**config.mk**
```make
export PLATFORM = sky130hd
export DESIGN_NAME = sm83_regs_top
export DESIGN_NICKNAME = d
export VERILOG_FILES = /design/src/design/sm83_regs_pkg.sv /design/src/design/gp_reg_file.sv /design/src/design/idu.sv /design/src/design/pointer_regs.sv /design/src/design/sm83_regs_top.sv /design/src/design/wz_temp_regs.sv
export VERILOG_INCLUDE_DIRS = /design/src /design/src/design
export SDC_FILE = /design/constraint.sdc
export NUM_CORES = 1
export LEC_CHECK = 0
export ABC_AREA = 1
export CORE_UTILIZATION = 52
export DETAILED_ROUTE_END_ITERATION = 16
export DONT_BUFFER_PORTS = 1
export PLACE_DENSITY = 0.67
export SLEW_MARGIN = 20
export SYNTH_ARGS = -nofsm -noshare
export SYNTH_HDL_FRONTEND = slang
export SYNTH_SLANG_ARGS = --single-unit
```
**constraint.sdc**
```tcl
create_clock -name clk -period 2.7 [get_ports clk]
set_input_delay 0.135 -clock clk [delete_from_list [all_inputs] [get_ports clk]]
set_output_delay 0.135 -clock clk [all_outputs]
set_load 0.03 [all_outputs]
```
**src/design/sm83_regs_settings.svh**
```systemverilog
`ifndef SM83_REGS_SETTINGS_SVH
`define SM83_REGS_SETTINGS_SVH

`define SM83_DATA_W      8
`define SM83_ADDR_W      16
`define SM83_REG_IDX_W   3
`define SM83_PAIR_IDX_W  2

// Register codes as in the opcode r field
`define SM83_REG_B    3'd0
`define SM83_REG_C    3'd1
`define SM83_REG_D    3'd2
`define SM83_REG_E    3'd3
`define SM83_REG_H    3'd4
`define SM83_REG_L    3'd5
`define SM83_REG_HLM  3'd6   // (HL) memory operand, no register behind it
`define SM83_REG_A    3'd7

`define SM83_PAIR_BC  2'd0
`define SM83_PAIR_DE  2'd1
`define SM83_PAIR_HL  2'd2
`define SM83_PAIR_SP  2'd3

`define SM83_ASRC_PC    2'd0
`define SM83_ASRC_PAIR  2'd1
`define SM83_ASRC_WZ    2'd2

`define SM83_IDU_PASS  2'd0
`define SM83_IDU_INC   2'd1
`define SM83_IDU_DEC   2'd2

`define SM83_WB_NONE  2'd0
`define SM83_WB_PC    2'd1
`define SM83_WB_SP    2'd2
`define SM83_WB_PAIR  2'd3

`define SM83_DSRC_DATA  2'd0
`define SM83_DSRC_ALU   2'd1
`define SM83_DSRC_REG   2'd2

`define SM83_OUT_REG  3'd0
`define SM83_OUT_PCL  3'd1
`define SM83_OUT_PCH  3'd2
`define SM83_OUT_SPL  3'd3
`define SM83_OUT_SPH  3'd4

`endif

```
**src/design/sm83_regs_pkg.sv**
```systemverilog
`include "sm83_regs_settings.svh"

package sm83_regs_pkg;

	typedef logic [`SM83_DATA_W-1:0]     byte_t;      // Data bus byte
	typedef logic [`SM83_ADDR_W-1:0]     addr_t;      // Address or register pair
	typedef logic [`SM83_REG_IDX_W-1:0]  reg_idx_t;   // Opcode register code
	typedef logic [`SM83_PAIR_IDX_W-1:0] pair_idx_t;  // Opcode pair code

	// One micro-op from the external decoder, valid for a single clock
	typedef struct packed {
		logic       ir_ld;     // Opcode fetch into IR
		logic       dst_we;
		reg_idx_t   dst_idx;
		logic [1:0] dst_src;   // DSRC_* codes
		reg_idx_t   src_idx;   // Byte read port
		logic       z_we;
		logic       w_we;
		logic [1:0] asrc;      // ASRC_* codes
		pair_idx_t  pair;
		logic [1:0] idu_op;    // IDU_* codes
		logic [1:0] idu_wb;    // WB_* codes
		logic       jump;      // PC <= WZ
		logic [2:0] out_src;   // OUT_* codes
	} uop_t;

endpackage

```
**src/design/gp_reg_file.sv**
```systemverilog
`include "sm83_regs_settings.svh"

module gp_reg_file (
	input  logic                 clk,
	input  logic                 arst_n,
	input  sm83_regs_pkg::uop_t  uop,
	input  sm83_regs_pkg::byte_t data_in,
	input  sm83_regs_pkg::byte_t alu_res,
	input  sm83_regs_pkg::addr_t idu_res,
	output sm83_regs_pkg::byte_t src_byte,
	output sm83_regs_pkg::byte_t a_out,
	output sm83_regs_pkg::byte_t ir,
	output sm83_regs_pkg::addr_t pair_val
);

	import sm83_regs_pkg::*;

	byte_t    regs [8];   // Indexed by register code, slot 6 stays zero
	byte_t    wr_byte;
	reg_idx_t hi_idx;     // B, D or H
	reg_idx_t lo_idx;     // C, E or L
	logic     pair_wb;

	// First register of a pair has the even code
	assign hi_idx = {uop.pair, 1'b0};
	assign lo_idx = {uop.pair, 1'b1};

	assign pair_wb = (uop.idu_wb == `SM83_WB_PAIR) && (uop.pair != `SM83_PAIR_SP);

	assign src_byte = regs[uop.src_idx];
	assign a_out    = regs[`SM83_REG_A];
	assign pair_val = {regs[hi_idx], regs[lo_idx]};  // Don't care for the SP code

	always_comb begin
		case (uop.dst_src)
			`SM83_DSRC_DATA: wr_byte = data_in;
			`SM83_DSRC_ALU:  wr_byte = alu_res;
			default:         wr_byte = src_byte;  // Register to register move
		endcase
	end

	always_ff @(posedge clk or negedge arst_n) begin
		if (!arst_n) begin
			for (int i = 0; i < 8; i++) begin
				regs[i] <= '0;
			end
			ir <= '0;
		end else begin
			if (pair_wb) begin
				regs[hi_idx] <= idu_res[15:8];
				regs[lo_idx] <= idu_res[7:0];
			end
			// Issued after the pair write so the byte write wins a collision
			if (uop.dst_we && (uop.dst_idx != `SM83_REG_HLM)) begin
				regs[uop.dst_idx] <= wr_byte;
			end
			if (uop.ir_ld) begin
				ir <= data_in;   // Opcode fetch
			end
		end
	end

endmodule

```
**src/design/idu.sv**
```systemverilog
`include "sm83_regs_settings.svh"

module idu (
	input  sm83_regs_pkg::uop_t  uop,
	input  sm83_regs_pkg::addr_t pc,
	input  sm83_regs_pkg::addr_t pair_val,
	input  sm83_regs_pkg::addr_t sp,
	input  sm83_regs_pkg::addr_t wz,
	output sm83_regs_pkg::addr_t addr,
	output sm83_regs_pkg::addr_t idu_res
);

	import sm83_regs_pkg::*;

	addr_t pair_src;

	// SP is not in the general file
	assign pair_src = (uop.pair == `SM83_PAIR_SP) ? sp : pair_val;

	always_comb begin
		case (uop.asrc)
			`SM83_ASRC_PAIR: addr = pair_src;
			`SM83_ASRC_WZ:   addr = wz;
			default:         addr = pc;
		endcase
	end

	// Wraps at 16 bits in both directions
	always_comb begin
		case (uop.idu_op)
			`SM83_IDU_INC: idu_res = addr + 16'd1;
			`SM83_IDU_DEC: idu_res = addr - 16'd1;
			default:       idu_res = addr;   // Pass
		endcase
	end

endmodule

```
**src/design/pointer_regs.sv**
```systemverilog
`include "sm83_regs_settings.svh"

module pointer_regs (
	input  logic                 clk,
	input  logic                 arst_n,
	input  logic                 sync_res,
	input  sm83_regs_pkg::uop_t  uop,
	input  sm83_regs_pkg::addr_t idu_res,
	input  sm83_regs_pkg::addr_t wz,
	output sm83_regs_pkg::addr_t pc,
	output sm83_regs_pkg::addr_t sp
);

	import sm83_regs_pkg::*;

	addr_t pc_next;
	logic  pc_ld;
	logic  sp_ld;

	// Synchronous clear first, then jump, then IDU write-back
	always_comb begin
		pc_ld   = 1'b1;
		pc_next = idu_res;
		if (sync_res) begin
			pc_next = '0;
		end else if (uop.jump) begin
			pc_next = wz;
		end else if (uop.idu_wb != `SM83_WB_PC) begin
			pc_ld = 1'b0;
		end
	end

	// SP is written as its own target or as pair code 3
	assign sp_ld = (uop.idu_wb == `SM83_WB_SP) ||
		((uop.idu_wb == `SM83_WB_PAIR) && (uop.pair == `SM83_PAIR_SP));

	always_ff @(posedge clk or negedge arst_n) begin
		if (!arst_n) begin
			pc <= '0;
		end else if (pc_ld) begin
			pc <= pc_next;
		end
	end

	always_ff @(posedge clk or negedge arst_n) begin
		if (!arst_n) begin
			sp <= '0;
		end else if (sp_ld) begin
			sp <= idu_res;
		end
	end

endmodule

```
**src/design/sm83_regs_top.sv**
```systemverilog
`include "sm83_regs_settings.svh"

module sm83_regs_top (
	input  logic                 clk,
	input  logic                 arst_n,
	input  sm83_regs_pkg::uop_t  uop,
	input  sm83_regs_pkg::byte_t data_in,
	input  sm83_regs_pkg::byte_t alu_res,
	input  logic                 sync_res,
	output sm83_regs_pkg::addr_t addr,
	output sm83_regs_pkg::byte_t data_out,
	output sm83_regs_pkg::byte_t a_out,
	output sm83_regs_pkg::byte_t ir
);

	import sm83_regs_pkg::*;

	byte_t src_byte;
	addr_t pair_val;   // BC, DE or HL
	addr_t wz;
	addr_t pc;
	addr_t sp;
	addr_t idu_res;    // Back to PC, SP or a pair

	gp_reg_file gp_reg_file_inst (
		.clk      (clk),
		.arst_n   (arst_n),
		.uop      (uop),
		.data_in  (data_in),
		.alu_res  (alu_res),
		.idu_res  (idu_res),
		.src_byte (src_byte),
		.a_out    (a_out),
		.ir       (ir),
		.pair_val (pair_val)
	);

	wz_temp_regs wz_temp_regs_inst (
		.clk     (clk),
		.arst_n  (arst_n),
		.uop     (uop),
		.data_in (data_in),
		.wz      (wz)
	);

	pointer_regs pointer_regs_inst (
		.clk      (clk),
		.arst_n   (arst_n),
		.sync_res (sync_res),
		.uop      (uop),
		.idu_res  (idu_res),
		.wz       (wz),
		.pc       (pc),
		.sp       (sp)
	);

	idu idu_inst (
		.uop      (uop),
		.pc       (pc),
		.pair_val (pair_val),
		.sp       (sp),
		.wz       (wz),
		.addr     (addr),
		.idu_res  (idu_res)
	);

	// Pointer bytes go out for pushes and stores of SP
	always_comb begin
		case (uop.out_src)
			`SM83_OUT_PCL: data_out = pc[7:0];
			`SM83_OUT_PCH: data_out = pc[15:8];
			`SM83_OUT_SPL: data_out = sp[7:0];
			`SM83_OUT_SPH: data_out = sp[15:8];
			default:       data_out = src_byte;
		endcase
	end

endmodule

```
**src/design/wz_temp_regs.sv**
```systemverilog
module wz_temp_regs (
	input  logic                 clk,
	input  logic                 arst_n,
	input  sm83_regs_pkg::uop_t  uop,
	input  sm83_regs_pkg::byte_t data_in,
	output sm83_regs_pkg::addr_t wz
);

	import sm83_regs_pkg::*;

	byte_t w_q;   // High byte of an immediate
	byte_t z_q;   // Low byte, arrives first

	// Z and W load separately, so a 16-bit immediate takes two cycles
	always_ff @(posedge clk or negedge arst_n) begin
		if (!arst_n) begin
			z_q <= '0;
			w_q <= '0;
		end else begin
			if (uop.z_we) begin
				z_q <= data_in;
			end
			if (uop.w_we) begin
				w_q <= data_in;
			end
		end
	end

	assign wz = {w_q, z_q};   // Jump target or indirect address

endmodule

```
==> results.md <==
Timing:
- The clock arrives with 0.00945 ns of skew.
- Setup violations remaining at the end of the flow were counted as 6.
- Setup slack on the critical path of the routed design comes to -0.111 ns.
- The clock period minus worst slack is 2.81 ns.
- The worst path uses 104% of the clock period.
- The normalized max-slew margin is 48.5%.
- The worst slack on hold paths is -0.601 ns.
- The upper clock frequency limit is 356 MHz.
- Setup repair after global routing could not meet its margin everywhere.
- The count of final max-slew check failures is 0.
- The hold violation count in the final report is 120.
- For the pin with the worst max-slew slack, the measured transition is 0.769 ns.

Synthesis:
- The cell count after synthesis is 1119.
- The average cell area after synthesis is 7.12 µm².
- Of the post-synthesis cell area, the dominant cell type holds 37.7%.
- The fraction of synthesis flops using an asynchronous set or reset pin is 100%.
- The number of flip-flops and latches in the synthesized netlist is 120.
- For this run, the register share of the synthesized area comes to 37.7%.
- By area the synthesized netlist is led by sky130_fd_sc_hd__dfrtp_1, sky130_fd_sc_hd__nand2_1, sky130_fd_sc_hd__a21oi_1, sky130_fd_sc_hd__o21ai_0, sky130_fd_sc_hd__inv_1.
- Counting flops with a built-in enable in the synthesized netlist gives 0.
- The net count after synthesis is 1178.
- The cell area after synthesis is 7970 µm².
- For this run, the number of Yosys warnings is 0.
- The count of distinct cell types in the synthesized netlist is 44.
- The cell taking the most area after synthesis is sky130_fd_sc_hd__dfrtp_1.
- For this run, the leading register cell type out of synthesis is sky130_fd_sc_hd__dfrtp_1.

Floorplanning:
- Measured along the x axis, the die boundary spans 126 µm.
- Row generation in the floorplan step produced 44 rows.
- Pin placement for this block handled 83 I/O pins.
- The initial cell density of the core is 54.0%.
- The area of the placeable core is 14800 µm².
- The chip height is 126 µm.
- The die covers 15800 µm².

Critical path:
- The critical path data required time is 3.02 ns.
- The worst setup path is captured at a flip-flop.
- Among cell families on the critical path, the largest total delay comes from compound AO/OA/AOI/OAI gates.
- The maximum cell stage delay along the critical path is 0.36 ns.
- The cell type with the highest occurrence count on the critical path is sky130_fd_sc_hd__nand2_1.
- The critical path launch point is gp_reg_file_inst.regs[58].
- The critical path goes through inv_2 -> o211ai_1 -> o211ai_1 -> a21oi_4 -> ha_4 -> nand2_1 -> nor2_1 -> nor2_2 -> nor2_2 -> a2111oi_4 -> nand2_1 -> nand2_1 -> nand3_2 -> nand2_2 -> nand2_1 -> nand2_1 -> nand2_1.
- The slowest cell on the critical path is sky130_fd_sc_hd__dfrtp_1.
- The kind of critical path is reg2reg.
- The peak fanout along the critical path is 4.
- The worst setup path is launched from a flip-flop.
- Together, buffers and inverters on the worst path number 1.
- The startpoint of the most critical register-to-register path is gp_reg_file_inst.regs[58].
- Data on the critical path arrives at its endpoint at 3.13 ns.

Global route:
- The initial antenna violation count came to 0.
- The via count of the first global-routing pass came to 8009.
- Summed over all layers, the global routing overflow is 0.
- The total routing usage reported by global routing is 39.6%.
- Entering global routing, the biggest net connects 121 pins.
- The first global-routing pass estimated 46.5 mm of wire.

Route:
- The first-pass detailed-route iteration total is 6.
- Summed over all layers, the routed wires come to 31.1 mm.
- The detail route stage leaves a number of antenna-violating nets equal to 0.
- The detailed router placed 8745 vias in this run.
- The remaining design rule violation count is 0.
- Using the TritonRoute via totals, the vias-per-cell ratio works out to 6.24.
- For this block, the initial DRC count from the detailed router was 1191.
- The average routed wire per standard cell is 22.2 µm.

CTS:
- Clock-pin slew was measured on the worst setup and hold paths at 0.05 ns.
- The clock passes through at most 2 buffers.
- The clock net sink count is 120.
- The later pin in the worst-skew pair is clocked with a latency of 0.43 ns.
- The H-tree was split into 4 levels.
- Buffers inserted during clock tree synthesis total 17.
- Clock tree synthesis selected as its root buffer the cell sky130_fd_sc_hd__clkbuf_16.
- The CTS tree is done.

Status:
- The run finished, with violations left.
- The checks that failed: hold timing, setup timing.

Power:
- The maximum resistive drop on vdd is 0.500 mV.
- The areal power density over the cells is 744 nW/µm².
- The internal portion of the total power is 4.72 mW.
- For this design the static power due to leakage is 4.63 nW.
- The clock network burns 32.8% of the power.
- In this run the power spent charging and discharging nets is 2.70 mW.
- Total power for the finished layout comes to 7.42 mW.
- The switching share of total power is 36.3%.
- The sequential share of power is 33.9%.
- Combinational logic is responsible for 33.3% of the overall power.

Worst hold path:
- The path class of the tightest hold or removal check is in2async.

Final layout:
- The final layout contains 1267 nets.
- The finished cells cover 9970 µm².
- The number of antenna repair diodes is 0.
- Compared with the post-synthesis result, the final layout area differs by 25.1%.
- The post-layout utilization of the core is 67.6%.
- The ratio of cells with drive above 1 in the final layout is 21.8%.
- The top cell types in the final layout, fill and taps aside, are sky130_fd_sc_hd__nand2_1, sky130_fd_sc_hd__a21oi_1, sky130_fd_sc_hd__dfrtp_1, sky130_fd_sc_hd__o21ai_0, sky130_fd_sc_hd__buf_4.
- The number of fill cells is 1258.
- Leaving out fill and tap cells, the most frequent cell in the layout is sky130_fd_sc_hd__nand2_1.

Flow run:
- The count of max-cap constraint violations is 0.

Place:
- The half-perimeter wire length after detailed placement is 22.0 mm.
- The weighted congestion reported at the end of routability-driven placement is 0.982.
- The count of buffers from port buffering is 0.
- Once placement finished, the instance area stood at 8840 µm².
worst reg2reg max path: cells and delay by family, from the launching register on:
kind | cells | cell delay [ns]
buffers and inverters | 1 | 0.07
DFF | 1 | 0.36
and+or+nand+nor | 11 | 0.93
AOI/OAI and AO/OA | 4 | 1.08
adders and majority gates | 1 | 0.25
cell usage after synthesis, drive strengths merged, types with 2 or more instances:
cell type	n
a21oi	157
nand2	251
o22ai	12
o21a	4
a221oi	8
clkbuf	40
buf	18
o21bai	2
o221ai	5
or2	12
xnor2	2
mux2	16
nor3	4
dfrtp	120
clkinv	5
nand4	3
a2111oi	2
o211ai	7
a31o	2
a22oi	15
inv	110
xor2	4
ha	16
nand3	75
nor2	99
o21ai	128
layout make-up:
class                      instances  area, µm²  share of cell area (%)
multi-input combinational        826       4630                    46.5
sequential                       120       3000                    30.1
timing repair buffer             128       1050                    10.5
clock buffer                      21        470                    4.72
inverter                         115        437                    4.38
tap                              184        230                    2.31
clock inverter                     8        146                    1.47
sequential cells by signal, summed over array words and instances (netlist names):
name,flops
gp_reg_file_inst.a_out,8
gp_reg_file_inst.ir,8
gp_reg_file_inst.regs,56
pointer_regs_inst.pc,16
pointer_regs_inst.sp,16
wz_temp_regs_inst.w_q,8
wz_temp_regs_inst.z_q,8
cell families (layout without fill, tap and decap cells):
kind of cell	Yosys count	after routing	share of synthesized area [%]
and+or+nand+nor	444	444	24.1
AOI/OAI and AO/OA	344	344	23.9
buffers and inverters	173	272	8.91
DFF	120	120	37.7
adders and majority gates	16	16	2.51
muxes	16	16	2.26
xor gates and xnor gates	6	6	0.660
power groups by stage:
stage / Sequential, mW / Combinational (mW) / Clock [mW]
4_1_cts: 2.50 / 2.28 / 2.42
3_3_place_gp: 2.52 / 2.17 / 0
3_5_place_dp: 2.52 / 2.19 / 0
5_1_grt: 2.54 / 2.64 / 2.49
2_1_floorplan: 2.36 / 1.54 / 0
6_report: 2.52 / 2.47 / 2.43
path summary, 6_finish.rpt:
check | end | slack [ns] | cells past startpoint
max | pointer_regs_inst.pc[15] | -0.11 | 17
max reg2reg | pointer_regs_inst.pc[15] | -0.11 | 17
min in group clk | pointer_regs_inst.pc[13] | 0.05 | 3
min | gp_reg_file_inst.ir[7] | -0.60 | 0
min reg2reg | gp_reg_file_inst.regs[12] | 0.37 | 0
max in group asynchronous | pointer_regs_inst.sp[4] | 3.05 | 0
through the flow:
step	TNS (ns)	hold slack (ns)	setup WS, ns	std cells
finish	-0.419	-0.601	-0.111	1402
global route	-1.09	-0.605	-0.237	1402
CTS	-0.110	-0.602	-0.0725	1394
detailed placement	-0.669	-0.158	-0.214	1343
global placement	-0.354	-0.158	-0.182	1343
floorplan	-0.000426	-0.161	-0.000426	1119
routing by layer:
layer / wire (µm) / track usage (%)
met1: 12100 / 51.8
met2: 13700 / 60.3
met3: 4040 / 13.1
met4: 1240 / 16.4
met5: 0 / 0
repair_timing:
item	CTS	global route
hold buffers	19	1
setup buffers	3	7
gates cloned	0	0
gates resized for setup	5	50
pin swaps	5	23
hold endpoints to repair	160	121
setup endpoints to repair	14	51
No activity file was read; power rests on OpenSTA's default activity.
